[config.mk]
export PLATFORM = sky130hd
export DESIGN_NAME = rgb_to_hsv
export DESIGN_NICKNAME = d
export VERILOG_FILES = /design/src/common/vision_pkg.sv /design/src/color/rgb_to_hsv.sv
export SDC_FILE = /design/constraint.sdc
export NUM_CORES = 1
export LEC_CHECK = 0
export BUFFER_PORTS_ARGS = -buffer_cell sky130_fd_sc_hd__clkbuf_2
export CORE_AREA = 2 2 195 197
export DETAILED_ROUTE_END_ITERATION = 6
export DIE_AREA = 0 0 197 199
export PLACE_DENSITY_LB_ADDON = 0.25
export SLEW_MARGIN = 20
export SYNTH_ARGS = -nofsm -noshare
export SYNTH_HDL_FRONTEND = slang
export SYNTH_SLANG_ARGS = --single-unit
[constraint.sdc]
create_clock -name clk_llc -period 34.4 [get_ports clk_llc]
set_input_delay 1.72 -clock clk_llc [delete_from_list [all_inputs] [get_ports clk_llc]]
set_output_delay 1.72 -clock clk_llc [all_outputs]
set_load 0.005 [all_outputs]
[src/common/vision_pkg.sv]
//--------------------------------------
// shared types and constants of the colour
// vision pipeline. modules refer to them by
// scoped names, vision_pkg::name
//--------------------------------------

package vision_pkg;

	localparam int PIX_W = 8;          // channel width, colour and hsv

	// one decoded 4:2:2 sample set for a pixel
	typedef struct packed {
		logic [PIX_W-1:0] y;
		logic [PIX_W-1:0] cb;
		logic [PIX_W-1:0] cr;
	} ycc_t;

	typedef struct packed {
		logic [PIX_W-1:0] r;
		logic [PIX_W-1:0] g;
		logic [PIX_W-1:0] b;
	} rgb_t;

	typedef struct packed {
		logic [PIX_W-1:0] h;            // 0..239
		logic [PIX_W-1:0] s;
		logic [PIX_W-1:0] v;
	} hsv_t;

	// class word, red is the msb
	typedef struct packed {
		logic red;
		logic orange;
		logic yellow;
		logic green;
		logic blue;
		logic black;
	} class_t;

	//--------------------------------------
	// classifier configuration, byte per field
	typedef struct packed {
		logic [7:0] red;
		logic [7:0] orange;
		logic [7:0] yellow;
		logic [7:0] green;
		logic [7:0] blue;
		logic [7:0] hue_tol;
		logic [7:0] s_thres;
		logic [7:0] v_thres;
	} class_cfg_t;

	// ycc to rgb, 8.8 fixed point
	localparam logic [9:0] COEF_Y  = 10'd298;    // 1.164
	localparam logic [9:0] COEF_RV = 10'd409;    // 1.596
	localparam logic [9:0] COEF_GV = 10'd208;    // 0.813
	localparam logic [9:0] COEF_GU = 10'd100;    // 0.392
	localparam logic [9:0] COEF_BU = 10'd516;    // 2.017

	localparam logic [7:0] Y_OFFSET = 8'd16;
	localparam logic [7:0] C_OFFSET = 8'd128;

	localparam logic [7:0] HUE_SECTOR = 8'd40;  // six sectors, circle of 240

	localparam class_cfg_t CFG_RESET = '{
		red: 8'd230, orange: 8'd15, yellow: 8'd40, green: 8'd90, blue: 8'd144,
		hue_tol: 8'd10, s_thres: 8'd96, v_thres: 8'd96
	};

	localparam int CFG_ADDR_W = 3;
	localparam int MASK_W = 16;        // host group mask

endpackage

[src/color/rgb_to_hsv.sv]
//--------------------------------------
// RGB888 to HSV, three pipeline stages.
// hue runs 0..239 in sectors of 40
//--------------------------------------
`timescale 1ns/1ns

module rgb_to_hsv (
	input  logic             clk_llc,
	input  logic             resetx,
	input  vision_pkg::rgb_t rgb,
	input  logic             rgb_valid,
	output vision_pkg::hsv_t hsv,
	output logic             hsv_valid
);

	localparam logic [1:0] CH_R = 2'd0;
	localparam logic [1:0] CH_G = 2'd1;
	localparam logic [1:0] CH_B = 2'd2;
	localparam logic signed [15:0] SEC = 16'(vision_pkg::HUE_SECTOR);

	logic [7:0] mx, mn;
	logic [1:0] mx_ch;
	logic s1_valid, s2_valid;
	logic [7:0] s1_max, s1_min, s2_v, s2_delta;
	logic [1:0] s1_ch, s2_ch;
	vision_pkg::rgb_t s1_rgb;           // stage one copy for the hue difference
	logic signed [8:0] diff, s2_diff;
	logic signed [15:0] num, den, quot, hue;
	logic [15:0] sat;

	//--------------------------------------
	// stage one, max / min / max channel
	always_comb
	begin
		if (rgb.r >= rgb.g && rgb.r >= rgb.b)
		begin
			mx = rgb.r;
			mx_ch = CH_R;
		end
		else if (rgb.g >= rgb.b)
		begin
			mx = rgb.g;
			mx_ch = CH_G;
		end
		else
		begin
			mx = rgb.b;
			mx_ch = CH_B;
		end
		mn = rgb.r;
		if (rgb.g < mn) mn = rgb.g;
		if (rgb.b < mn) mn = rgb.b;
	end

	// stage two, signed difference of the other two channels
	always_comb
		case (s1_ch)
			CH_R: diff = $signed({1'b0, s1_rgb.g}) - $signed({1'b0, s1_rgb.b});
			CH_G: diff = $signed({1'b0, s1_rgb.b}) - $signed({1'b0, s1_rgb.r});
			default: diff = $signed({1'b0, s1_rgb.r}) - $signed({1'b0, s1_rgb.g});
		endcase

	// stage three, the two divides
	assign num  = 16'(s2_diff) * SEC;
	assign den  = (s2_delta == 8'd0) ? 16'sd1 : 16'(s2_delta);
	assign quot = num / den;            // truncates toward zero
	assign sat  = (s2_v == 8'd0) ? 16'd0 : ({s2_delta, 8'd0} - 16'(s2_delta)) / 16'(s2_v);

	always_comb
		case (s2_ch)
			CH_R: hue = (quot < 0) ? quot + 6 * SEC : quot;   // wrap into 0..239
			CH_G: hue = quot + 2 * SEC;
			default: hue = quot + 4 * SEC;
		endcase

	always_ff @(posedge clk_llc or negedge resetx)
		if (!resetx)
		begin
			s1_valid  <= 1'b0;
			s2_valid  <= 1'b0;
			hsv_valid <= 1'b0;
		end
		else
		begin
			s1_valid  <= rgb_valid;
			s2_valid  <= s1_valid;
			hsv_valid <= s2_valid;
		end

	always_ff @(posedge clk_llc)
	begin
		s1_max   <= mx;
		s1_min   <= mn;
		s1_ch    <= mx_ch;
		s1_rgb   <= rgb;
		s2_v     <= s1_max;
		s2_delta <= s1_max - s1_min;
		s2_diff  <= diff;
		s2_ch    <= s1_ch;
		hsv.h    <= (s2_delta == 8'd0) ? 8'd0 : hue[7:0];   // grey has no hue
		hsv.s    <= sat[7:0];
		hsv.v    <= s2_v;
	end

endmodule

# Word level (Yosys, flattened, before mapping)
# Cells that the tools add are included.
totals:
  ff_bits: 96
  input_bits: 27
  output_inout_bits: 25
  wordCells: 49
classes:
  n_addsub: 8
  mul: 1
  div: 2
  magnitude_cmp: 6
  eq_ne: 2
  mux: 9
  n_reduce_logical: 5
op_table:
  columns: ["cell", "n"]
  rows:
  - ["2-to-1 mux 8 bit", 6]
  - ["subtractor 8 x 8 -> 9 bit", 3]
  - ["greater-or-equal comparator 8 bit", 3]
  - ["one-hot mux 9 bit (2 select lines)", 1]
  - ["adder 8 bit, second input constant", 2]
  - ["divider 16 x 16 -> 16 bit", 1]
  - ["divider 16 x 8 -> 16 bit", 1]
  - ["zero test 8 bit", 2]
  - ["< comparator 16 x 1 -> 1 bit, second input constant", 1]
  - ["< comparator 8 bit", 2]
  - ["one-hot mux 8 bit (2 select lines)", 1]
  - ["subtractor 16 x 8 -> 16 bit", 1]
  - ["multiplier 9 x 4 -> 13 bit, second input constant", 1]
  - ["adder 8 x 5 -> 8 bit, second input constant", 1]
  - ["subtractor 8 bit", 1]
  - ["== test 2 x 1 -> 1 bit, second input constant", 2]
  - ["zero test 2 bit", 2]
  - ["2-to-1 mux 2 bit", 1]
  - ["logical AND 1 bit", 1]

# Logic depth before layout (Yosys ltp)
# Gate-level depths: netlist of the first run.
depth:
  depth_word: 6
  mapped_depth: 182

# Worst setup path before layout of the first run
# OpenSTA, ideal clock, no wires.
synth_path:
  path_kind: "reg2reg"
  startpoint: "register s2_diff[6]"
  endpoint: "register hsv[23] (netlist name)"
  setup_time_ns: 0.081
  arrival_ns: 33.138
  required_ns: 34.319
  setup_slack_ns: 1.181
  path_stages_with_launch: 171
  cell_sequence: "dfxtp_1 -> ha_1 -> ha_1 -> buf_2 -> or3_1 -> a22oi_1 -> a2bb2oi_1 -> or3_1 -> clkbuf_1 -> o31ai_1 -> a21oi_1 -> nor2_1 -> a21oi_1 -> inv_1 -> ha_1 -> o21ai_0 -> nand2b_1 -> nand2_2 -> [135 not listed] -> clkbuf_1 -> clkbuf_1 -> o21ai_0 -> ha_1 -> a21oi_1 -> nor2b_1 -> o21ai_0 -> nand2b_1 -> a211oi_1 -> a41oi_1 -> nor3_2 -> a21oi_1 -> xnor2_1 -> ha_1 -> o31ai_1 -> a311oi_1 -> mux2_2 -> a41oi_1"
synth_via:
  elab_chain_cells: 5
  word_cells_on_any_way: 8
synth_rtl:
  columns: ["element", "line_no", "text"]
  rows:
  - ["from (decl)", "rgb_to_hsv.sv:27", "logic signed [8:0] diff, s2_diff;"]
  - ["from (signal assigned)", "rgb_to_hsv.sv:98", "s2_diff <= diff;"]
  - ["multiplier 9 x 4 -> 13 bit *", "rgb_to_hsv.sv:64", "assign num = 16'(s2_diff) * SEC;"]
  - ["divider 16 x 16 -> 16 bit *", "rgb_to_hsv.sv:66", "assign quot = num / den;"]
  - ["< comparator 16 x 1 -> 1 bit / adder 8 x 5 -> 8 bit (equally long branches)", "rgb_to_hsv.sv:71", "CH_R: hue = (quot < 0) ? quot + 6 * SEC : quot;"]
  - ["2-to-1 mux 8 bit", "rgb_to_hsv.sv:71", null]
  - ["one-hot mux 8 bit (2 select lines) *", "rgb_to_hsv.sv:70", "case (s2_ch)"]
  - ["to (decl)", "rgb_to_hsv.sv:12", "output vision_pkg::hsv_t hsv,"]
# Every way passes the cells marked *; elsewhere a longest branch is shown, timed or not.
# A chain may end at the register's enable or synchronous reset.

# Final worst setup path of the first run
layout_path:
  startpoint: "register s2_delta[5]"
  endpoint: "register hsv[8] (netlist name)"
layout_via:
  elab_chain_cells: 2
layout_rtl:
  columns: ["element", "line_no", "text"]
  rows:
  - ["from (decl)", "rgb_to_hsv.sv:24", "logic [7:0] s1_max, s1_min, s2_v, s2_delta;"]
  - ["from (signal assigned)", "rgb_to_hsv.sv:97", "s2_delta <= s1_max - s1_min;"]
  - ["subtractor 16 x 8 -> 16 bit", "rgb_to_hsv.sv:67", "assign sat = (s2_v == 8'd0) ? 16'd0 : ({s2_delta, 8'd0} - 16'(s2_delta)) / 16'(s2_v);"]
  - ["divider 16 x 8 -> 16 bit", "rgb_to_hsv.sv:67", null]
# Every way passes these cells.

==> impl_metrics.csv, run 1 <==
group,metric,value,unit
global_routing,first_global_vias,15400,
timing,timing.final.ws_setup,2.17,ns
floorplanning,initial_utilization,44.6,%
yosys,synth_common_cells,"ha_1 (283), nor2_1 (195), a21oi_1 (155)",
route,postRouteAntennaNets,0,
timing,max_freq,31.0,MHz
placed_design,dp_hpwl,36700,microns
global_routing,grt-ovfl-total,0,
placed_design,port_buffers,51,
timing,finalCritPeriodShare,93.7,%
route,dr_total_vias,16300,
clock_tree,cts_made_buffers,9,
final_layout,drive_gt1_share,14.0,%
setup_path,required,34.62,ns
timing,clock-skew-final,0.0137,ns
setup_path,cp_top_family,"compound AO/OA/AOI/OAI gates",
yosys,synth.distinct_cells,113,
yosys,syn-num-nets,2502,
yosys,synth-seq-cells,96,
job,maxCapViolCount,0,
clock_tree,cts_tree,"yes",
timing,tightest_slew,1.01,ns
setup_path,crit_path_frequent_cell,"o21a_1",
route,drt_iter0_markers,1016,
final_layout,instances_no_fill,2755,
setup_path,arrival,32.45,ns
placed_design,place_ws,-0.568,ns
yosys,yosys.area.top_type,"ha_1",
floorplanning,coreArea,37100,sq um
clock_tree,clk_pin_slew,0.07,ns
yosys,synth_top_cells_by_area,"ha_1 (21%), dfxtp_1 (11%), a21oi_1 (4.7%), o21a_1 (4.7%), nor2_1 (4.4%)",
clock_tree,htree_levels,3,
setup_path,worst_r2r_path_depth,160,
yosys,netlist_area,16500,sq um
timing,slew_violations,0,
setup_path,crit_path_top_delay_cell,"or4_1",
setup_path,crit_fanout,12,
timing,fin_crit,32.23,ns
setup_path,crit_type,"reg2reg",
floorplanning,dieArea,39200,sq um
setup_path,crit_path_start_kind,"flop",
setup_path,endpoint,"hsv[8]",
route,drc,0,
clock_tree,root_buffer,"clkbuf_16",
final_layout,diodes,0,
setup_path,reg2reg_to,"hsv[8]",
global_routing,grt_max_degree,22,
yosys,ys_warn_count,0,
setup_path,reg2reg_from,"s2_delta[5]",
timing,slew_headroom,32.5,%
placed_design,placed_area,17600,sq um
yosys,synth_top_area_share,21.4,%
setup_path,worst_setup_path_end_kind,"flop",
floorplanning,io_pins,52,
clock_tree,clock_latency,0.36,ns
setup_path,crit_buf_inv,5,
timing,setup_viol,0,
route,viasPerCell,5.93,
placed_design,gp_congestion,0.869,
final_layout,final_area,18400,sq um
floorplanning,fp.dieH,199,microns
yosys,ys_seq_area_share,11.7,%
yosys,avgSynthCellArea,7.57,sq um
final_layout,syn2layout_area_growth,11.1,%
route,wirelength,45500,microns
status,status,"finished, final reports clean",
final_layout,final_nets,2592,
floorplanning,row_count,71,
clock_tree,cts_buffer_depth,2,
timing,report.final.hold_viol_count,0,
placed_design,place_inst,2715,
setup_path,r2r_slack,2.17,ns
setup_path,slowest_delay,0.61,ns
hold_path,worstHoldPathType,"reg2reg",
setup_path,cp_num_cells,160,
final_layout,final_core_util,49.5,%
clock_tree,holdBufCountCts,0,
yosys,synth_cells,2186,
route,dr.pass1.iters,7,
global_routing,grt_usage,22.7,%
yosys,synth_edf_count,0,
clock_tree,cts_sinks,96,
yosys,synthArstFlopShare,3.13,%
global_routing,antenna_found_initial,0,
floorplanning,die_w,197,microns
route,post_drt_wl_per_cell,16.5,microns
setup_path,critPathLaunch,"s2_delta[5]",
yosys,yosysMostFrequentCell,"ha_1",
final_layout,fillCellCount,3670,
global_routing,grt_pass1_wl,73600,microns
yosys,yosys_most_used_dff,"dfxtp_1",
-- per-stage QoR --
stage	hold slack, ns	setup TNS, ns
4_1_cts	0.361	0
3_5_place_dp	0.337	-0.568
2_1_floorplan	0.329	0
6_report	0.356	0
5_1_grt	0.368	-0.330
3_3_place_gp	0.338	0
-- cells by family (layout without fill, tap and decap cells) --
| group | after synthesis | after routing | share of synthesized area [%] |
|---|---|---|---|
| AND/OR/NAND/NOR | 746 | 746 | 23.0 |
| AO/OA/AOI/OAI | 663 | 663 | 27.1 |
| adder cells (fa/ha/maj) | 290 | 290 | 22.2 |
| buffers and inverters | 200 | 295 | 4.73 |
| XOR/XNOR | 104 | 104 | 5.50 |
| flip-flops | 96 | 96 | 11.7 |
| multiplexers | 86 | 86 | 5.78 |
| other | 1 | 1 | 0.0227 |
-- state kept, by name (all words and copies together), names as in the netlist --
name       count
s1_valid       1
hsv           24
s2_valid       1
s2_ch          2
hsv_valid      1
s1_ch          2
s1_min         8
s1_max         8
s1_rgb        24
s2_diff        9
s2_delta       8
s2_v           8
-- final cells by class --
class | count | area (sq um) | area share [%]
inverter | 152 | 571 | 3.10
timing repair buffer | 127 | 830 | 4.51
sequential | 96 | 1940 | 10.6
multi-input combinational | 1890 | 14100 | 76.8
clock inverter | 7 | 100 | 0.544
tap | 474 | 593 | 3.22
clock buffer | 9 | 225 | 1.22
-- routing by layer --
metal / GRT usage [%] / wire length (microns)
met5: 0 / 0
met4: 7.74 / 1100
met3: 2.37 / 1910
met2: 38.7 / 20800
met1: 29.9 / 21600
-- cell usage in the layout, fill, tap and decap left out, types with 12 or more instances in the layout --
cell type / synthesis / routed
mux2_2: 48 / 48
a31oi_1: 12 / 12
a21oi_1: 155 / 140
dfxtp_1: 93 / 91
xnor2_1: 72 / 72
xor2_1: 32 / 31
a21oi_2: 1 / 15
o31ai_1: 45 / 41
or3_1: 23 / 22
nand3_1: 26 / 24
nor2b_1: 41 / 41
nand4_1: 27 / 27
nor2_1: 195 / 192
a21o_1: 40 / 40
inv_1: 152 / 152
nor3_1: 111 / 111
a211oi_1: 20 / 17
mux2i_1: 33 / 31
nand2b_1: 49 / 49
ha_1: 283 / 282
o211ai_1: 18 / 18
o21bai_1: 16 / 16
nand2_1: 154 / 150
and2_1: 20 / 19
buf_4: 2 / 75
o21a_1: 103 / 102
nor4_1: 16 / 16
o21ai_0: 129 / 122
or2_2: 21 / 21
clkbuf_2: 0 / 51
-- repair_timing --
item | CTS | global route
gates resized for setup | 4 | 71
setup endpoints to repair | 1 | 10
buffers inserted | 0 | 24
pin swaps | 0 | 14
-- worst min path at each step --
stage | from | depth (start not counted) | endpoint
2_1_floorplan | s2_v[7] | 0 | hsv[7]
3_3_place_gp | s1_max[0] | 0 | s2_v[0]
3_5_place_dp | s1_valid | 0 | s2_valid
4_1_cts | s1_max[0] | 0 | s2_v[0]
5_1_grt | s1_max[0] | 0 | s2_v[0]
6_report | s1_max[0] | 0 | s2_v[0]
Power of run 1 is not shown: default switching activity piles up to over one toggle a cycle in this logic, so the estimate is an artifact.
==> inputs of run 2 (changes only) <==
- CELL_PAD_IN_SITES_DETAIL_PLACEMENT: unset -> 2
- CELL_PAD_IN_SITES_GLOBAL_PLACEMENT: unset -> 2
- CORE_AREA: 2 2 195 197 -> 2 2 221 223
- DIE_AREA: 0 0 197 199 -> 0 0 223 225
- PLACE_DENSITY: unset -> 0.81
- PLACE_DENSITY_LB_ADDON: 0.25 -> unset
==> run 2 against run 1 <==
The flow now finishes with violations (negative setup slack). First-iteration DRC count fell by 8.5%. Die area rose by 28%. Sequential cell count did not move. Critical path depth rose by 2. Worst hold slack barely moved. Count of clock-buffer cells in the layout rose by 1. Sequential share of layout area fell by 0.41 points. Cell area rose by 3.9%. Routed wire length rose by 59%. Utilization fell by 9.3 points.
==> impl_metrics.csv, run 2 (synthesized netlist as in run 1, its figures left out) <==
group,metric,value,unit
placed_design,dp_hpwl,50200,microns
global_routing,grt_pass1_wl,101000,microns
setup_path,slowest_delay,0.64,ns
clock_tree,cts_made_buffers,9,
route,drt_iter0_markers,930,
placed_design,gp_congestion,0.856,
setup_path,worst_r2r_path_depth,162,
floorplanning,io_pins,52,
timing,timing.final.ws_setup,-0.0635,ns
placed_design,place_inst,2856,
status,status,"finished with violations",
floorplanning,initial_utilization,34.8,%
setup_path,arrival,34.70,ns
setup_path,reg2reg_to,"hsv[8]",
global_routing,grt_usage,24.7,%
timing,report.final.hold_viol_count,0,
hold_path,min_path_cells,0,
clock_tree,cts_buffer_depth,2,
setup_path,crit_type,"reg2reg",
global_routing,antenna_found_initial,0,
route,viasPerCell,6.13,
timing,slew_violations,0,
timing,slew_headroom,29.0,%
route,drc,0,
global_routing,grt_max_degree,22,
setup_path,required,34.64,ns
setup_path,crit_path_top_delay_cell,"or4_1",
floorplanning,coreArea,47500,sq um
timing,max_freq,29.0,MHz
setup_path,worst_setup_path_end_kind,"flop",
hold_path,hp-start,"s1_max[0]",
final_layout,largestRegisters,"hsv (24), s1_rgb (24), s2_diff (9)",
final_layout,final_cell_mix,"ha_1 (280), nor2_1 (180), inv_1 (152)",
floorplanning,die_w,223,microns
final_layout,ff_latch_area,1940,sq um
route,postRouteAntennaNets,0,
timing,finalCritPeriodShare,100,%
setup_path,reg2reg_from,"s2_v[7]",
final_layout,syn2layout_area_growth,15.5,%
timing,fin_crit,34.46,ns
hold_path,worstHoldPathType,"reg2reg",
clock_tree,htree_levels,3,
setup_path,crit_path_frequent_cell,"o21a_1",
clock_tree,root_buffer,"clkbuf_16",
clock_tree,clock_latency,0.38,ns
floorplanning,fp.dieH,225,microns
timing,tightest_slew,1.04,ns
global_routing,grt-ovfl-total,0,
clock_tree,holdBufCountCts,0,
final_layout,instances_no_fill,2932,
job,maxCapViolCount,0,
final_layout,final_core_util,40.2,%
route,wirelength,72200,microns
hold_path,hold_end,"s2_v[0]",
floorplanning,row_count,80,
final_layout,drive_gt1_share,17.4,%
global_routing,first_global_vias,19000,
placed_design,place_ws,-2.14,ns
clock_tree,cts_sinks,96,
route,dr_total_vias,18000,
clock_tree,clk_pin_slew,0.07,ns
final_layout,final_common_cell,"ha_1",
placed_design,port_buffers,51,
clock_tree,cts_tree,"yes",
final_layout,fillCellCount,5421,
setup_path,r2r_slack,-0.06,ns
setup_path,crit_path_start_kind,"flop",
floorplanning,dieArea,50200,sq um
timing,clock-skew-final,0.0112,ns
timing,setup_viol,1,
route,post_drt_wl_per_cell,24.6,microns
final_layout,multi_input_area,14400,sq um
route,dr.pass1.iters,5,
final_layout,final_nets,2628,
status,violations,"negative setup slack",
final_layout,diodes,0,
setup_path,crit_fanout,12,
-- run 2: timing repair --
item | in CTS | in global routing
gates resized for setup | 31 | 112
endpoints found under the setup margin | 8 | 10
cloned | 0 | 2
buffers inserted | 7 | 51
pin swaps | 5 | 43
-- run 2: how the worst max path moves through the flow --
stage / slack (ns) / end / startpoint
after floorplan: 1.18 / hsv[23] / s2_diff[6]
after global placement: 0.61 / hsv[8] / s2_delta[4]
after detailed placement: -2.14 / hsv[8] / s2_delta[4]
after CTS: 0.005 / hsv[8] / s2_delta[4]
after global routing: -1.48 / hsv[8] / s2_v[7]
final: -0.06 / hsv[8] / s2_v[7]
-- run 2: per-stage QoR --
stage | setup TNS [ns] | hold WS (ns) | instance area (sq um)
after floorplan | 0 | 0.329 | 16500
after global placement | 0 | 0.336 | 17800
after detailed placement | -4.40 | 0.342 | 17800
after CTS | 0 | 0.358 | 18300
after global routing | -4.91 | 0.364 | 19100
final | -0.0635 | 0.356 | 19100
-- run 2: cell type report --
| class | instances | share of cell area, % |
|---|---|---|
| inverters | 152 | 2.99 |
| repair buffers | 161 | 5.85 |
| clock inverters | 6 | 0.393 |
| clock buffers | 10 | 1.25 |
| flip-flops and latches | 96 | 10.1 |
| multi-input cells | 1892 | 75.4 |
| well taps | 615 | 4.03 |
-- run 2: critical path: cells and delay by family, from the launching register on --
kind                     cells  cell delay [ns]
multiplexers                 6             1.58
flip-flops                   1             0.52
buffers and inverters        8             1.12
AO/OA/AOI/OAI               95            18.64
AND/OR/NAND/NOR             38             7.66
adder cells (fa/ha/maj)     15             4.71
-- run 2: per-layer routing --
metal | up-vias | global-route usage (%) | share of wire [%]
met3 | 161 | 2.71 | 3.4
met5 | - | 0 | 0
li1 | 8300 | - | -
met4 | 0 | 7.43 | 3.2
met1 | 9093 | 29.9 | 42
met2 | 407 | 45.8 | 51
Power of run 2 is left out for the same reason.
==> inputs of run 3 (changes only) <==
- BUFFER_PORTS_ARGS: -buffer_cell sky130_fd_sc_hd__clkbuf_2 -> -buffer_cell sky130_fd_sc_hd__buf_2
- SLEW_MARGIN: 20 -> unset
==> run 3 against run 2 <==
The flow now finishes without violations. Sequential cell count stayed put. Die area stayed put. First-iteration DRC count is 33% lower. Via count is 2.7% lower. Count of clock-buffer cells in the layout stayed put. Cell area is 0.24% lower. Global-route usage is 0.58 points lower. Worst setup slack better by 1.1 ns. Sequential share of layout area hardly changed. Register-to-register slack better by 1.1 ns. Maximum frequency is 3.2% higher. Critical path type unchanged. Critical endpoint unchanged. Largest cell class unchanged.
==> impl_metrics.csv, run 3 (synthesized netlist as in run 1, its figures left out) <==
group,metric,value,unit
status,status,"finished, final reports clean",
floorplanning,initial_utilization,34.8,%
setup_path,cp_top_family,"compound AO/OA/AOI/OAI gates",
global_routing,grt-ovfl-total,0,
timing,max_freq,29.9,MHz
timing,setup_viol,0,
floorplanning,fp.dieH,225,microns
final_layout,drive_gt1_share,17.1,%
placed_design,place_inst,2856,
floorplanning,coreArea,47500,sq um
final_layout,final_common_cell,"ha_1",
route,dr.pass1.iters,5,
clock_tree,clk_pin_slew,0.07,ns
final_layout,final_cell_mix,"ha_1 (279), nor2_1 (186), inv_1 (152)",
global_routing,grt_pass1_wl,99300,microns
floorplanning,io_pins,52,
setup_path,crit_fanout,14,
route,wirelength,66200,microns
setup_path,slowest_delay,0.60,ns
floorplanning,dieArea,50200,sq um
setup_path,crit_buf_inv,11,
route,drt_iter0_markers,624,
global_routing,grt_max_degree,22,
timing,tightest_slew,1.28,ns
final_layout,largestRegisters,"hsv (24), s1_rgb (24), s2_diff (9)",
clock_tree,cts_tree,"yes",
route,post_drt_wl_per_cell,22.6,microns
clock_tree,root_buffer,"clkbuf_16",
final_layout,final_nets,2621,
setup_path,required,34.63,ns
job,maxCapViolCount,0,
clock_tree,htree_levels,3,
global_routing,grt_usage,24.1,%
route,viasPerCell,5.97,
final_layout,syn2layout_area_growth,15.2,%
timing,report.final.hold_viol_count,0,
setup_path,arrival,33.63,ns
timing,clock-skew-final,0.0131,ns
hold_path,worstHoldPathType,"reg2reg",
setup_path,crit_type,"reg2reg",
final_layout,instances_no_fill,2925,
timing,slew_headroom,14.4,%
clock_tree,cts_made_buffers,9,
setup_path,worst_setup_path_end_kind,"flop",
route,dr_total_vias,17500,
setup_path,crit_path_top_delay_cell,"or4_4",
global_routing,first_global_vias,18800,
setup_path,crit_path_frequent_cell,"o21a_1",
global_routing,antenna_found_initial,0,
timing,finalCritPeriodShare,97.1,%
clock_tree,holdBufCountCts,0,
setup_path,crit_path_start_kind,"flop",
clock_tree,cts_buffer_depth,2,
route,postRouteAntennaNets,0,
floorplanning,die_w,223,microns
placed_design,port_buffers,51,
timing,fin_crit,33.40,ns
clock_tree,clock_latency,0.37,ns
placed_design,dp_hpwl,50000,microns
floorplanning,row_count,80,
timing,slew_violations,0,
final_layout,diodes,0,
placed_design,gp_congestion,0.859,
route,drc,0,
clock_tree,cts_sinks,96,
-- run 3: cell types whose count changed in the layout (fill, tap and decap cells not counted), moves of 3 or more --
cell,before,now
nor2_2,15,9
a21oi_1,129,126
clkbuf_2,51,0
buf_2,0,51
buf_4,105,97
nor2_1,180,186
-- run 3: layout make-up --
type,instances,area (sq um)
fillers,5424,28500
multi-input cells,1893,14400
flip-flops and latches,96,1940
repair buffers,153,1050
well taps,615,769
inverters,152,571
clock buffers,10,229
clock inverters,6,68.8
-- run 3: through the flow --
stage | setup WS (ns) | util, % | setup TNS, ns | instance area [sq um] | hold WS [ns]
2_1_floorplan | 1.18 | - | 0 | 16500 | 0.329
3_3_place_gp | 0.583 | 37.4 | 0 | 17800 | 0.336
3_5_place_dp | -2.15 | 37.4 | -4.09 | 17800 | 0.339
4_1_cts | 0.0154 | 38.3 | 0 | 18200 | 0.349
5_1_grt | -0.886 | 40.1 | -3.16 | 19100 | 0.360
6_report | 1.00 | 40.1 | 0 | 19100 | 0.352
-- run 3: timing repair --
action	in CTS	in global routing
resized for setup	33	114
setup buffers	4	46
hold endpoints to repair	0	0
gates cloned	0	3
pin swaps	3	39
setup endpoints to repair	6	10
-- run 3: path summary, 6_finish.rpt --
check	from	endpoint	slack (ns)	cells after the start
setup / recovery	s2_delta[4]	hsv[8]	1.00	167
hold / removal	s1_max[0]	s2_v[0]	0.35	0
setup reg to reg	s2_delta[4]	hsv[8]	1.00	167
hold reg to reg	s1_max[0]	s2_v[0]	0.35	0
max in group asynchronous	resetx	hsv_valid	33.15	1
min in group asynchronous	resetx	s1_valid	1.14	1
-- run 3: layer usage --
| metal | part of all wire (%) | vias up | global-route usage [%] |
|---|---|---|---|
| met2 | 51 | 230 | 44.4 |
| met3 | 2.2 | 92 | 2.53 |
| li1 | - | 8297 | - |
| met5 | 0 | - | 0 |
| met1 | 44 | 8852 | 29.5 |
| met4 | 2.2 | 0 | 7.23 |
Power of run 3 is left out for the same reason.
