`src/common/vision_pkg.sv`:
```
//--------------------------------------
// shared types and constants of the colour
// vision pipeline. modules refer to them by
// scoped names, vision_pkg::name
//--------------------------------------

package vision_pkg;

	localparam int PIX_W = 8;          // channel width, colour and hsv

	// one decoded 4:2:2 sample set for a pixel
	typedef struct packed {
		logic [PIX_W-1:0] y;
		logic [PIX_W-1:0] cb;
		logic [PIX_W-1:0] cr;
	} ycc_t;

	typedef struct packed {
		logic [PIX_W-1:0] r;
		logic [PIX_W-1:0] g;
		logic [PIX_W-1:0] b;
	} rgb_t;

	typedef struct packed {
		logic [PIX_W-1:0] h;            // 0..239
		logic [PIX_W-1:0] s;
		logic [PIX_W-1:0] v;
	} hsv_t;

	// class word, red is the msb
	typedef struct packed {
		logic red;
		logic orange;
		logic yellow;
		logic green;
		logic blue;
		logic black;
	} class_t;

	//--------------------------------------
	// classifier configuration, byte per field
	typedef struct packed {
		logic [7:0] red;
		logic [7:0] orange;
		logic [7:0] yellow;
		logic [7:0] green;
		logic [7:0] blue;
		logic [7:0] hue_tol;
		logic [7:0] s_thres;
		logic [7:0] v_thres;
	} class_cfg_t;

	// ycc to rgb, 8.8 fixed point
	localparam logic [9:0] COEF_Y  = 10'd298;    // 1.164
	localparam logic [9:0] COEF_RV = 10'd409;    // 1.596
	localparam logic [9:0] COEF_GV = 10'd208;    // 0.813
	localparam logic [9:0] COEF_GU = 10'd100;    // 0.392
	localparam logic [9:0] COEF_BU = 10'd516;    // 2.017

	localparam logic [7:0] Y_OFFSET = 8'd16;
	localparam logic [7:0] C_OFFSET = 8'd128;

	localparam logic [7:0] HUE_SECTOR = 8'd40;  // six sectors, circle of 240

	localparam class_cfg_t CFG_RESET = '{
		red: 8'd230, orange: 8'd15, yellow: 8'd40, green: 8'd90, blue: 8'd144,
		hue_tol: 8'd10, s_thres: 8'd96, v_thres: 8'd96
	};

	localparam int CFG_ADDR_W = 3;
	localparam int MASK_W = 16;        // host group mask

endpackage

```
`src/color/ycc_to_rgb.sv`:
```
//--------------------------------------
// splits the Cb Y0 Cr Y1 byte stream and
// converts each pixel to RGB888. two pixels
// per byte group, one rgb_valid pulse each
//--------------------------------------
`timescale 1ns/1ns

module ycc_to_rgb (
	input  logic             clk_llc,
	input  logic             resetx,
	input  logic             href,
	input  logic [7:0]       vpo,
	output vision_pkg::rgb_t rgb,
	output logic             rgb_valid
);

	localparam logic signed [19:0] K_Y  = 20'(vision_pkg::COEF_Y);
	localparam logic signed [19:0] K_RV = 20'(vision_pkg::COEF_RV);
	localparam logic signed [19:0] K_GV = 20'(vision_pkg::COEF_GV);
	localparam logic signed [19:0] K_GU = 20'(vision_pkg::COEF_GU);
	localparam logic signed [19:0] K_BU = 20'(vision_pkg::COEF_BU);

	logic [1:0] phase;                  // 0 Cb, 1 Y0, 2 Cr, 3 Y1
	logic [7:0] cb_q, y0_q, cr_q, y1_q;
	logic go0, go1;                     // pixel 0 or 1 ready for products
	vision_pkg::ycc_t pix;
	logic signed [19:0] y_s, cb_s, cr_s;
	logic signed [19:0] p_y, p_rv, p_gv, p_gu, p_bu;
	logic p_valid;
	logic signed [20:0] sum_r, sum_g, sum_b;

	// >>8 then saturate to 0..255
	function automatic logic [7:0] clamp8(input logic signed [20:0] x);
		if (x < 0)
			return 8'd0;
		else if (x[20:16] != 5'd0)
			return 8'hff;
		else
			return x[15:8];
	endfunction

	//--------------------------------------
	// byte phase and latches
	always_ff @(posedge clk_llc or negedge resetx)
		if (!resetx)
		begin
			phase <= 2'd0;
			go0   <= 1'b0;
			go1   <= 1'b0;
		end
		else
		begin
			phase <= href ? phase + 2'd1 : 2'd0;   // restart at Cb
			go0   <= href && (phase == 2'd2);
			go1   <= href && (phase == 2'd3);
		end

	always_ff @(posedge clk_llc)
		if (href)
			case (phase)
				2'd0: cb_q <= vpo;
				2'd1: y0_q <= vpo;
				2'd2: cr_q <= vpo;
				default: y1_q <= vpo;
			endcase

	// both pixels of a group share cb/cr
	assign pix = '{y: go1 ? y1_q : y0_q, cb: cb_q, cr: cr_q};

	assign y_s  = 20'(pix.y)  - 20'(vision_pkg::Y_OFFSET);
	assign cb_s = 20'(pix.cb) - 20'(vision_pkg::C_OFFSET);
	assign cr_s = 20'(pix.cr) - 20'(vision_pkg::C_OFFSET);

	//--------------------------------------
	// stage one, signed products
	always_ff @(posedge clk_llc or negedge resetx)
		if (!resetx)
			p_valid <= 1'b0;
		else
			p_valid <= go0 | go1;

	always_ff @(posedge clk_llc)
	begin
		p_y  <= y_s * K_Y;
		p_rv <= cr_s * K_RV;
		p_gv <= cr_s * K_GV;
		p_gu <= cb_s * K_GU;
		p_bu <= cb_s * K_BU;
	end

	// stage two, sum and clamp
	assign sum_r = 21'(p_y) + 21'(p_rv);
	assign sum_g = 21'(p_y) - 21'(p_gv) - 21'(p_gu);
	assign sum_b = 21'(p_y) + 21'(p_bu);

	always_ff @(posedge clk_llc or negedge resetx)
		if (!resetx)
			rgb_valid <= 1'b0;
		else
			rgb_valid <= p_valid;

	always_ff @(posedge clk_llc)
	begin
		rgb.r <= clamp8(sum_r);
		rgb.g <= clamp8(sum_g);
		rgb.b <= clamp8(sum_b);
	end

endmodule

```
`config.mk`:
```
export PLATFORM = sky130hd
export DESIGN_NAME = ycc_to_rgb
export DESIGN_NICKNAME = d
export VERILOG_FILES = /design/src/common/vision_pkg.sv /design/src/color/ycc_to_rgb.sv
export SDC_FILE = /design/constraint.sdc
export NUM_CORES = 1
export LEC_CHECK = 0
export BUFFER_PORTS_ARGS = -buffer_cell sky130_fd_sc_hd__buf_2
export CAP_MARGIN = 40
export CORE_ASPECT_RATIO = 0.6
export CORE_UTILIZATION = 37
export CTS_CLUSTER_SIZE = 16
export DETAILED_ROUTE_END_ITERATION = 10
export PLACE_DENSITY = 0.55
export RECOVER_POWER = 25
export SYNTH_ARGS = -nofsm -noshare
export SYNTH_HDL_FRONTEND = slang
export SYNTH_SLANG_ARGS = --single-unit
```
`constraint.sdc`:
```
create_clock -name clk_llc -period 8.3 [get_ports clk_llc]
set_input_delay 0.83 -clock clk_llc [delete_from_list [all_inputs] [get_ports clk_llc]]
set_output_delay 0.83 -clock clk_llc [all_outputs]
set_load 0.01 [all_outputs]
```
# --- Yosys cells after proc, flatten, opt, wreduce, memory -nomap -nowiden ---
# Index checks and enable logic that the tools add are counted.
word_totals:
  register_bits: 146
  output_inout_bits: 25
classes:
  bitwise: 2
  n_mux: 5
  eq_ne: 3
  reduce_logical: 11
  magnitude_cmp: 3
  multipliers: 5
  n_addsub: 8
ops:
  columns: ["cell", "n"]
  rows:
  - ["< comparator 21 x 1 -> 1 bit (second input constant)", 2]
  - ["multiplier 9 x 9 -> 18 bit (second input constant)", 2]
  - ["2-to-1 mux 8 bit", 4]
  - ["adder 19 x 20 -> 21 bit", 1]
  - ["subtractor 20 x 17 -> 21 bit", 1]
  - ["adder 19 x 19 -> 20 bit", 1]
  - ["< comparator 20 x 1 -> 1 bit (second input constant)", 1]
  - ["subtractor 19 x 18 -> 20 bit", 1]
  - ["multiplier 9 x 10 -> 19 bit (second input constant)", 1]
  - ["subtractor 8 x 8 -> 9 bit (second input constant)", 2]
  - ["multiplier 9 x 6 -> 15 bit (second input constant)", 1]
  - ["nonzero test 5 bit", 3]
  - ["multiplier 9 x 5 -> 14 bit (second input constant)", 1]
  - ["subtractor 8 x 5 -> 9 bit (second input constant)", 1]
  - ["AND reduction 2 bit", 4]
  - ["equality test 2 bit (second input constant)", 2]
  - ["OR reduction 3 bit", 1]
  - ["adder 2 x 1 -> 2 bit (second input constant)", 1]
  - ["equality test 2 x 1 -> 1 bit (second input constant)", 1]
  - ["logical AND 1 bit", 2]
  - ["zero test 2 bit", 1]
  - ["2-to-1 mux 2 bit", 1]
  - ["NOT 1 bit", 1]
  - ["OR 1 bit", 1]

# --- Logic depth before layout (Yosys ltp) ---
# Gate-level depths: netlist of run 1.
depth:
  word_depth: 4
  ltp_mapped: 21
  mapped_depth_nobuf: 20

# --- Worst setup path before layout of run 1 ---
# No wires, ideal clock.
synth_timing:
  kind: "reg2reg"
  start: "register go1"
  end: "register, netlist name p_y[18]"
  setup_time_ns: 0.119
  period_less_slack_ns: 4.898
  path_stages_with_launch: 20
  setup_slack_ns: 3.402
  n_path_buf: 2
  arrival_time_ns: 4.779
  path_cell_list: "dfrtp_1 clkbuf_1 mux2i_1 ha_1 and3_1 buf_2 ha_1 ha_1 inv_1 fa_1 fa_1 inv_1 ha_1 o21ai_1 nand2b_1 a21o_1 a31o_2 and4_1 o31a_1 xnor2_1"
synth_between:
  elab_chain_len: 3
synth_rtl:
  columns: ["element", "line_no", "text"]
  rows:
  - ["from (decl)", "ycc_to_rgb.sv:25", "logic go0, go1;"]
  - ["from (signal assigned)", "ycc_to_rgb.sv:55", "go1 <= href && (phase == 2'd3);"]
  - ["2-to-1 mux 8 bit", "ycc_to_rgb.sv:68", "assign pix = '{y: go1 ? y1_q : y0_q, cb: cb_q, cr: cr_q};"]
  - ["subtractor 8 x 5 -> 9 bit", "ycc_to_rgb.sv:70", "assign y_s = 20'(pix.y) - 20'(vision_pkg::Y_OFFSET);"]
  - ["multiplier 9 x 9 -> 18 bit", "ycc_to_rgb.sv:84", "p_y <= y_s * K_Y;"]
# No other way between the ends.
# A chain may end at the register's enable or synchronous reset.

# --- Worst setup path after layout of run 1 ---
layout_timing:
  start: "register go1"
  end: "register, netlist name p_y[18]"
layout_between:
  elab_chain_len: 3
layout_rtl:
  columns: ["element", "line_no"]
  rows:
  - ["2-to-1 mux 8 bit", "ycc_to_rgb.sv:68"]
  - ["subtractor 8 x 5 -> 9 bit", "ycc_to_rgb.sv:70"]
  - ["multiplier 9 x 9 -> 18 bit", "ycc_to_rgb.sv:84"]
# No other way between the ends.

==> run_results.csv, run 1 <==
group,metric,value,unit
routing,antenna_left,0,
floorplan,dieHeight,133,um
setup_path,setup.worst_path.start_class,"flop",
power,power_density,356,nW/um^2
sta,rsz0062_at_grt,"no",
power,switchingPower,0.00188,W
synth,avgSynthCellArea,10.2,sq um
placement,io_buffer_count,35,
power,p_leak,5.76,nW
clocking,path_clk_slew,0.06,ns
power,intPower,0.00233,W
power,comb_power_share,58.2,%
setup_path,cp_data_required_time,8.62,ns
sta,clock_skew,0.00704,ns
sta,slew_violations,0,
routing,drtPass1Iterations,7,
clocking,cts_sinks,141,
floorplan,core-area,27900,sq um
synth,ys.flop_type,"dfxtp_1",
setup_path,worstSetupEndpointType,"flop",
routing,post_drt_wl_per_cell,15.8,um
sta,setup_viol,0,
job,cap_violations,0,
sta,finalHoldViolations,0,
setup_path,path_class,"flop to flop",
setup_path,cp_data_arrival_time,5.60,ns
synth,ys_warn_count,0,
routing,drt_wl_total,23200,um
cells_and_area,area_growth,11.1,%
grt,gr-usage-all-layers,16.8,%
synth,synth-edff-count,32,
grt,grt_max_degree,17,
synth,syn_nets,1323,
placement,place.gp.congestion,0.880,
grt,first_global_vias,6893,
floorplan,die_w,221,um
sta,tightest_slew,0.722,ns
synth,async_flop_share,4.26,%
run_status,run_status,"complete, no violations",
clocking,post_cts_resized,0,
sta,slew_headroom,51.9,%
synth,synth_cells,1040,
clocking,clock-root-buffer,"clkbuf_16",
cells_and_area,instances_no_fill,1469,
sta,max_freq,189,MHz
clocking,clock_path_buffers,2,
power,p_clk_share,17.9,%
clocking,holdBufCountCts,0,
power,ir_drop,0.182,mV
synth,synth_cell_types,66,
floorplan,dieArea,29500,sq um
power,seqPwrFrac,23.8,%
sta,fin_tns_setup,0,ns
floorplan,start_util,38.2,%
floorplan,io_pins,36,
grt,overflow,0,
setup_path,cp_max_fo,10,
placement,dp.cells,1436,
sta,min_period,5.28,ns
cells_and_area,drive_gt1_share,8.08,%
cells_and_area,final_util,42.4,%
routing,num_vias,7055,
routing,viasPerCell,4.80,
clocking,clock_latency,0.43,ns
clocking,htree_levels,4,
clocking,postCtsSetupBuffers,0,
grt,grt_antenna_before_repair,1,
cells_and_area,nets,1371,
hold_path,hold_class,"input pin to async pin",
placement,dp_hpwl,19300,um
synth,synth-seq-area-share,29.8,%
floorplan,num_rows,47,
clocking,cts_made_buffers,17,
routing,first_iter_violations,508,
clocking,tritoncts,"yes",
synth,synth_seq_cells,141,
sta,fin_crit_sh,63.7,%
power,p_sw_share,44.7,%
synth,netlist_area,10700,sq um
routing,drc,0,
grt,grt_pass1_wl,37800,um
sequential cells by signal, indices dropped and copies added (netlist names):
register   cells
cr_q           8
go0            1
go1            1
rgb_valid      1
y1_q           8
y0_q           8
p_bu          18
p_valid        1
phase          2
p_gv          12
cb_q           8
p_y           18
rgb           24
p_gu          12
p_rv          19
final timing paths:
path / startpoint / to / slack (ns) / cells after the start
min: resetx / phase[1]$_DFF_PN0_ / 0.28 / 1
min in group clk_llc: p_valid$_DFF_PN0_ / rgb_valid$_DFF_PN0_ / 0.36 / 0
max in group asynchronous: resetx / go1$_DFF_PN0_ / 7.75 / 1
min reg2reg: p_valid$_DFF_PN0_ / rgb_valid$_DFF_PN0_ / 0.36 / 0
max reg2reg: go1$_DFF_PN0_ / p_y[18]$_DFF_P_ / 3.02 / 17
max: go1$_DFF_PN0_ / p_y[18]$_DFF_P_ / 3.02 / 17
cells in the mapped netlist, types with 13 or more instances:
master | number | area share [%]
xnor2_1 | 52 | 4.3
edfxtp_1 | 32 | 9.0
a21oi_1 | 71 | 3.3
o21bai_1 | 13 | 0.92
nor2b_1 | 15 | 0.88
nor3_1 | 17 | 0.80
inv_1 | 173 | 6.1
dfxtp_1 | 103 | 19
fa_1 | 54 | 10
nor2_1 | 34 | 1.2
ha_1 | 218 | 26
o21ai_0 | 22 | 1.0
xor2_1 | 23 | 1.9
a21o_1 | 28 | 2.0
nand2_1 | 30 | 1.1
power groups by stage:
| stage | clock network (W) | registers (W) | logic (W) |
|---|---|---|---|
| finish | 0.000755 | 0.00100 | 0.00245 |
| global route | 0.000810 | 0.00102 | 0.00275 |
| floorplan | 0 | 0.000987 | 0.00182 |
| detailed placement | 0 | 0.00102 | 0.00240 |
| CTS | 0.000774 | 0.00101 | 0.00243 |
| global placement | 0 | 0.00102 | 0.00241 |
critical path: stages (launching register included):
cell and delay, ns:
dfrtp_1 0.59, mux2i_1 0.55, ha_1 0.28, and3_1 0.42
ha_1 0.34, ha_1 0.30, inv_1 0.07, fa_1 0.44
fa_1 0.55, inv_1 0.04, ha_1 0.32, o21ai_1 0.09
nand2b_1 0.10, a21o_1 0.20, a31o_2 0.25, and4_1 0.21
o31a_1 0.31, xnor2_1 0.12
layer usage:
layer | track usage, % | vias to the layer above | share of wire, %
met3 | 3.82 | 15 | 4.4
met1 | 27.6 | 3250 | 60
met5 | 0 | - | 0
met2 | 21.0 | 128 | 35
li1 | - | 3662 | -
met4 | 3.96 | 0 | 1.1
stage by stage:
step / setup slack (ns) / power [W] / cell area [sq um] / hold slack [ns]
after CTS: 2.98 / 0.00421 / 11900 / 0.200
final: 3.02 / 0.00421 / 11800 / 0.279
after global routing: 2.76 / 0.00459 / 11800 / 0.284
after detailed placement: 2.99 / 0.00343 / 11300 / 0.336
after floorplan: 3.40 / 0.00281 / 10700 / 0.331
after global placement: 3.15 / 0.00343 / 11300 / 0.341
layout by cell type (no fill, tap or decap), types with 4 or more instances in the layout:
cell         n
a21boi_0     4
or2_2        4
nand3_1     12
and2_1       8
o211ai_1     5
o21ai_1      9
xor2_1      23
edfxtp_1    32
clkbuf_16   17
a21oi_1     71
a211oi_1     9
a21oi_2      4
a31oi_1      6
fa_1        54
nand4_1      5
ha_1       218
nor3_1      17
mux2i_1      5
o21bai_1    13
nand2_1     30
nor2_1      34
clkinv_4     7
o21a_1      12
clkbuf_1    10
nand2b_1     8
o21ai_0     22
nor2b_1     15
mux2_2       5
dfxtp_1    103
buf_2       25
inv_1      173
xnor2_1     52
a21o_1      28
dfrtp_1      6
logic make-up (layout without fill, tap and decap cells):
kind of cell             Yosys count  after routing  synth area share [%]
adder cells (fa/ha/maj)          272            272                  35.7
AO/OA/AOI/OAI                    218            218                  14.0
buffers and inverters            179            240                  6.36
AND/OR/NAND/NOR                  145            145                  6.96
flip-flops                       141            141                  29.8
XOR/XNOR                          75             75                  6.16
multiplexers                      10             10                 0.998
other                              0              1                     0
final cells by class:
| cell class | count | area, sq um |
|---|---|---|
| antenna | 1 | 2.50 |
| timing repair buffer | 35 | 163 |
| sequential | 141 | 3170 |
| inverter | 173 | 649 |
| clock buffer | 17 | 425 |
| clock inverter | 15 | 165 |
| fill | 2675 | 16100 |
| multi-input combinational | 720 | 6810 |
| tap | 367 | 459 |
Power figures use the tool's default switching activity.
==> run 2, diff against run 1 <==
Settings changed: PLACE_DENSITY 0.55 to 0.57.
Clock period 8.3 ns to 4.35 ns, I/O delays scaled along.
==> run_results.csv, run 2 (synthesis gave the netlist of run 1 again) <==
group,metric,value,unit
setup_path,cp_cell_sequence,"mux2i_4, ha_4, inv_4, ha_4, ha_4, ha_4, inv_2, fa_1, inv_1, ha_2, inv_2, fa_2, nor2b_1, o21ai_2, nand2b_1, a21o_1, a31o_2, and4_1, o31a_1, xnor2_1",
setup_path,r2r-start,"go1$_DFF_PN0_",
setup_path,crit_start,"go1$_DFF_PN0_",
placement,dpl_cell_area,11600,sq um
floorplan,die_w,221,um
floorplan,core-area,27900,sq um
grt,first_global_vias,7031,
setup_path,crit_top_cell,"ha_4",
setup_path,cp_num_cells,20,
clocking,htree_levels,4,
sta,fin_crit_sh,98.2,%
routing,first_iter_violations,444,
placement,place.gp.congestion,0.879,
sta,max_freq,234,MHz
placement,place_ws,-0.224,ns
hold_path,hold_class,"input pin to flop",
power,ir_drop,0.387,mV
floorplan,io_pins,36,
routing,drc,0,
routing,post_drt_wl_per_cell,15.7,um
sta,setup_viol,0,
cells_and_area,largest_reg_flops,24,
sta,clock_skew,0.00788,ns
setup_path,cp_top_family,"adder cells",
routing,viasPerCell,4.80,
placement,dp_hpwl,19600,um
sta,fin_tns_setup,0,ns
cells_and_area,n_antenna_cell,0,
setup_path,cp_max_fo,5,
clocking,clock-root-buffer,"clkbuf_16",
routing,drt_wl_total,23800,um
cells_and_area,top_regs,"rgb x24, p_rv x19",
cells_and_area,final_cell_mix,"ha_1, inv_1, dfxtp_1",
setup_path,worstSetupEndpointType,"flop",
setup_path,reg2regPathDepth,20,
clocking,cts_sinks,141,
cells_and_area,regMostFlops,"rgb",
cells_and_area,nets,1419,
routing,num_vias,7283,
sta,finalHoldViolations,0,
clocking,clock_latency,0.44,ns
cells_and_area,area_growth,17.6,%
sta,slew_headroom,57.9,%
run_status,run_status,"complete, no violations",
grt,grt_antenna_before_repair,0,
cells_and_area,fill_cells,2610,
grt,overflow,0,
floorplan,start_util,38.2,%
setup_path,path_class,"flop to flop",
sta,setup_ws,0.0772,ns
placement,io_buffer_count,35,
sta,min_period,4.27,ns
sta,slew_violations,0,
setup_path,cp_data_required_time,4.67,ns
power,power_density,660,nW/um^2
floorplan,num_rows,47,
routing,antenna_left,0,
power,finalPower,0.00828,W
job,cap_violations,0,
cells_and_area,final_util,44.9,%
setup_path,cp_data_arrival_time,4.60,ns
clocking,clock_path_buffers,2,
setup_path,cpMaxStageDelayCell,"fa_1",
grt,grt_max_degree,17,
cells_and_area,finish.instance_area,12500,sq um
setup_path,crit_path_end,"p_y[18]$_DFF_P_",
hold_path,worstHoldStart,"href",
sta,rsz0062_at_grt,"yes",
floorplan,dieArea,29500,sq um
floorplan,dieHeight,133,um
sta,tightest_slew,0.631,ns
setup_path,setup.worst_path.start_class,"flop",
power,p_leak,6.00,nW
cells_and_area,drive_gt1_share,15.7,%
setup_path,crit_buf_inv,4,
cells_and_area,final_common_cell,"ha_1",
setup_path,r2r_slack,0.08,ns
clocking,path_clk_slew,0.06,ns
grt,grt_pass1_wl,38100,um
grt,gr-usage-all-layers,17.0,%
setup_path,max_stage_delay,0.52,ns
clocking,cts_made_buffers,17,
routing,drtPass1Iterations,5,
setup_path,reg2reg_to,"p_y[18]$_DFF_P_",
clocking,tritoncts,"yes",
run 2: through the flow:
stage | hold slack [ns] | instances
final | 0.271 | 1516
after detailed placement | 0.280 | 1468
after CTS | 0.205 | 1510
after floorplan | 0.139 | 1040
after global placement | 0.274 | 1468
after global routing | 0.260 | 1516
run 2: per-layer routing:
| metal | wire, um | share of wire [%] | vias to the layer above | GRT usage, % |
|---|---|---|---|---|
| li1 | - | - | 3764 | - |
| met3 | 1150 | 4.8 | 20 | 4.32 |
| met1 | 14000 | 59 | 3370 | 27.6 |
| met5 | 0 | 0 | - | 0 |
| met4 | 272 | 1.1 | 0 | 4.93 |
| met2 | 8430 | 35 | 129 | 20.9 |
run 2: area by class of cell:
cell class | count | area [sq um] | area share (%)
multi-input combinational | 720 | 7130 | 56.9
sequential | 141 | 3170 | 25.3
inverter | 173 | 652 | 5.20
timing repair buffer | 83 | 546 | 4.35
tap | 367 | 459 | 3.66
clock buffer | 17 | 425 | 3.39
clock inverter | 15 | 153 | 1.22
run 2: how the worst min path moves through the flow:
stage | to | slack (ns) | cells past startpoint
final | phase[1]$_DFF_PN0_ | 0.27 | 2
after global routing | phase[0]$_DFF_PN0_ | 0.26 | 2
after CTS | cr_q[1]$_DFFE_PP_ | 0.21 | 1
after detailed placement | phase[1]$_DFF_PN0_ | 0.28 | 1
after global placement | phase[1]$_DFF_PN0_ | 0.27 | 1
after floorplan | go0$_DFF_PN0_ | 0.14 | 0
run 2: worst register-to-register path, cell delays in order, from the launching register on:
cell      delay (ns)
dfrtp_2         0.49
mux2i_4         0.35
ha_4            0.26
inv_4           0.07
ha_4            0.20
ha_4            0.22
ha_4            0.26
inv_2           0.03
fa_1            0.52
inv_1           0.04
ha_2            0.18
inv_2           0.06
fa_2            0.20
nor2b_1         0.05
o21ai_2         0.11
nand2b_1        0.08
a21o_1          0.20
a31o_2          0.20
and4_1          0.21
o31a_1          0.30
xnor2_1         0.13
run 2: timing repair:
| action | in CTS | in global routing |
|---|---|---|
| gates resized for setup | 15 | 36 |
| hold buffers | 1 | 0 |
| pin swaps | 8 | 28 |
| buffers inserted | 9 | 6 |
| endpoints found under the hold margin | 6 | 0 |
| endpoints found under the setup margin | 4 | 9 |
run 2: power breakdown:
group          switching [W]  internal, W
clock               0.000617     0.000804
combinational        0.00286      0.00208
sequential          0.000241      0.00168
total                0.00372      0.00456
==> run 3, diff against run 2 <==
Settings changed: RECOVER_POWER 25 to unset.
==> run_results.csv, run 3 (synthesis gave the netlist of run 1 again) <==
group,metric,value,unit
run_status,run_status,"complete, no violations",
sta,min_period,4.28,ns
routing,first_iter_violations,443,
placement,dp.cells,1468,
setup_path,r2r-start,"go1$_DFF_PN0_",
floorplan,core-area,27900,sq um
cells_and_area,final_common_cell,"ha_1",
setup_path,r2r_slack,0.07,ns
grt,grt_max_degree,17,
clocking,clock_path_buffers,2,
floorplan,io_pins,36,
job,cap_violations,0,
routing,post_drt_wl_per_cell,15.7,um
routing,drc,0,
setup_path,worstSetupEndpointType,"flop",
floorplan,num_rows,47,
routing,viasPerCell,4.80,
setup_path,cp_data_required_time,4.67,ns
clocking,path_clk_slew,0.06,ns
cells_and_area,area_growth,17.8,%
sta,setup_ws,0.0713,ns
sta,fin_crit_sh,98.4,%
cells_and_area,final_cell_mix,"ha_1, inv_1, dfxtp_1",
setup_path,cp_max_fo,5,
clocking,cts_sinks,141,
sta,finalHoldViolations,0,
setup_path,crit_start,"go1$_DFF_PN0_",
routing,num_vias,7277,
grt,first_global_vias,7031,
placement,io_buffer_count,35,
floorplan,start_util,38.2,%
power,power_density,659,nW/um^2
setup_path,setup.worst_path.start_class,"flop",
clocking,cts_made_buffers,17,
placement,place_ws,-0.224,ns
routing,drtPass1Iterations,6,
clocking,clock-root-buffer,"clkbuf_16",
cells_and_area,instances_no_fill,1516,
cells_and_area,multi_input_area,7130,sq um
cells_and_area,fill_cells,2607,
setup_path,cp_data_arrival_time,4.60,ns
routing,antenna_left,0,
floorplan,die_w,221,um
placement,place.gp.congestion,0.879,
sta,clock_skew,0.00921,ns
power,ir_drop,0.387,mV
grt,gr-usage-all-layers,17.0,%
grt,grt_pass1_wl,38100,um
sta,slew_violations,0,
clocking,clock_latency,0.44,ns
clocking,htree_levels,4,
clocking,tritoncts,"yes",
sta,slew_headroom,57.9,%
floorplan,dieHeight,133,um
routing,drt_wl_total,23900,um
sta,setup_viol,0,
sta,tightest_slew,0.632,ns
setup_path,reg2reg_to,"p_y[18]$_DFF_P_",
sta,rsz0062_at_grt,"yes",
setup_path,crit_path_end,"p_y[18]$_DFF_P_",
grt,grt_antenna_before_repair,0,
cells_and_area,top_regs,"rgb x24, p_rv x19",
power,p_leak,6.03,nW
floorplan,dieArea,29500,sq um
cells_and_area,regMostFlops,"rgb",
setup_path,reg2regPathDepth,20,
cells_and_area,nets,1419,
cells_and_area,n_antenna_cell,0,
cells_and_area,largest_reg_flops,24,
cells_and_area,drive_gt1_share,16.6,%
placement,dp_hpwl,19600,um
sta,max_freq,234,MHz
grt,overflow,0,
cells_and_area,regArea,3170,sq um
setup_path,path_class,"flop to flop",
hold_path,hold_class,"input pin to flop",
==> run 3: cell type report <==
cell class / instances / area share [%]
multi-input combinational: 720 / 56.8
sequential: 141 / 25.3
timing repair buffer: 83 / 4.49
clock inverter: 15 / 1.22
clock buffer: 17 / 3.39
tap: 367 / 3.66
inverter: 173 / 5.19
==> run 3: worst min-delay path by stage <==
stage,from,to,cells after the start
CTS,vpo[1],cr_q[1]$_DFFE_PP_,1
finish,vpo[1],cr_q[1]$_DFFE_PP_,1
global placement,resetx,phase[1]$_DFF_PN0_,1
detailed placement,resetx,phase[1]$_DFF_PN0_,1
global route,vpo[6],cr_q[6]$_DFFE_PP_,1
floorplan,resetx,go0$_DFF_PN0_,0
==> run 3: power breakdown <==
| group | internal, W | total (W) | leakage [nW] | switching [W] |
|---|---|---|---|---|
| logic | 0.00208 | 0.00494 | 4.51 | 0.00286 |
| registers | 0.00168 | 0.00192 | 1.24 | 0.000242 |
| clock network | 0.000804 | 0.00142 | 0.280 | 0.000618 |
==> run 3: repair_timing <==
action | in CTS | in global routing
cloned | 0 | 0
endpoints found under the setup margin | 4 | 9
setup buffers | 9 | 6
resized for setup | 15 | 36
hold buffers | 1 | 0
hold endpoints to repair | 6 | 0
pin swaps | 8 | 28
==> run 3: stage by stage <==
step	total power, W	cell area (sq um)	TNS (ns)	hold WS (ns)	utilization (%)
2_1_floorplan	0.00539	10700	0	0.139	-
3_3_place_gp	0.00666	11600	-0.204	0.274	41.4
3_5_place_dp	0.00667	11600	-0.615	0.280	41.4
4_1_cts	0.00819	12300	-0.0246	0.205	44.0
5_1_grt	0.00898	12600	-0.151	0.200	44.9
6_report	0.00828	12600	0	0.219	44.9
==> run 3: critical path: stages, from the launching register on <==
cell and delay, ns:
dfrtp_2 0.49, mux2i_4 0.34, ha_4 0.26, inv_4 0.07, ha_4 0.20, ha_4 0.22
ha_4 0.26, inv_2 0.03, fa_1 0.52, inv_1 0.04, ha_2 0.18, inv_2 0.05
fa_2 0.20, nor2b_1 0.05, o21ai_2 0.11, nand2b_1 0.08, a21o_1 0.20, a31o_2 0.20
and4_1 0.21, o31a_1 0.30, xnor2_1 0.13
==> run 3: layer usage <==
layer	vias to the layer above	part of all wire (%)	track usage [%]	routed length (um)
met5	-	0	0	0
met4	0	1.2	4.93	278
met3	22	5.2	4.32	1250
met2	135	35	20.9	8420
met1	3356	58	27.6	13900
li1	3764	-	-	-
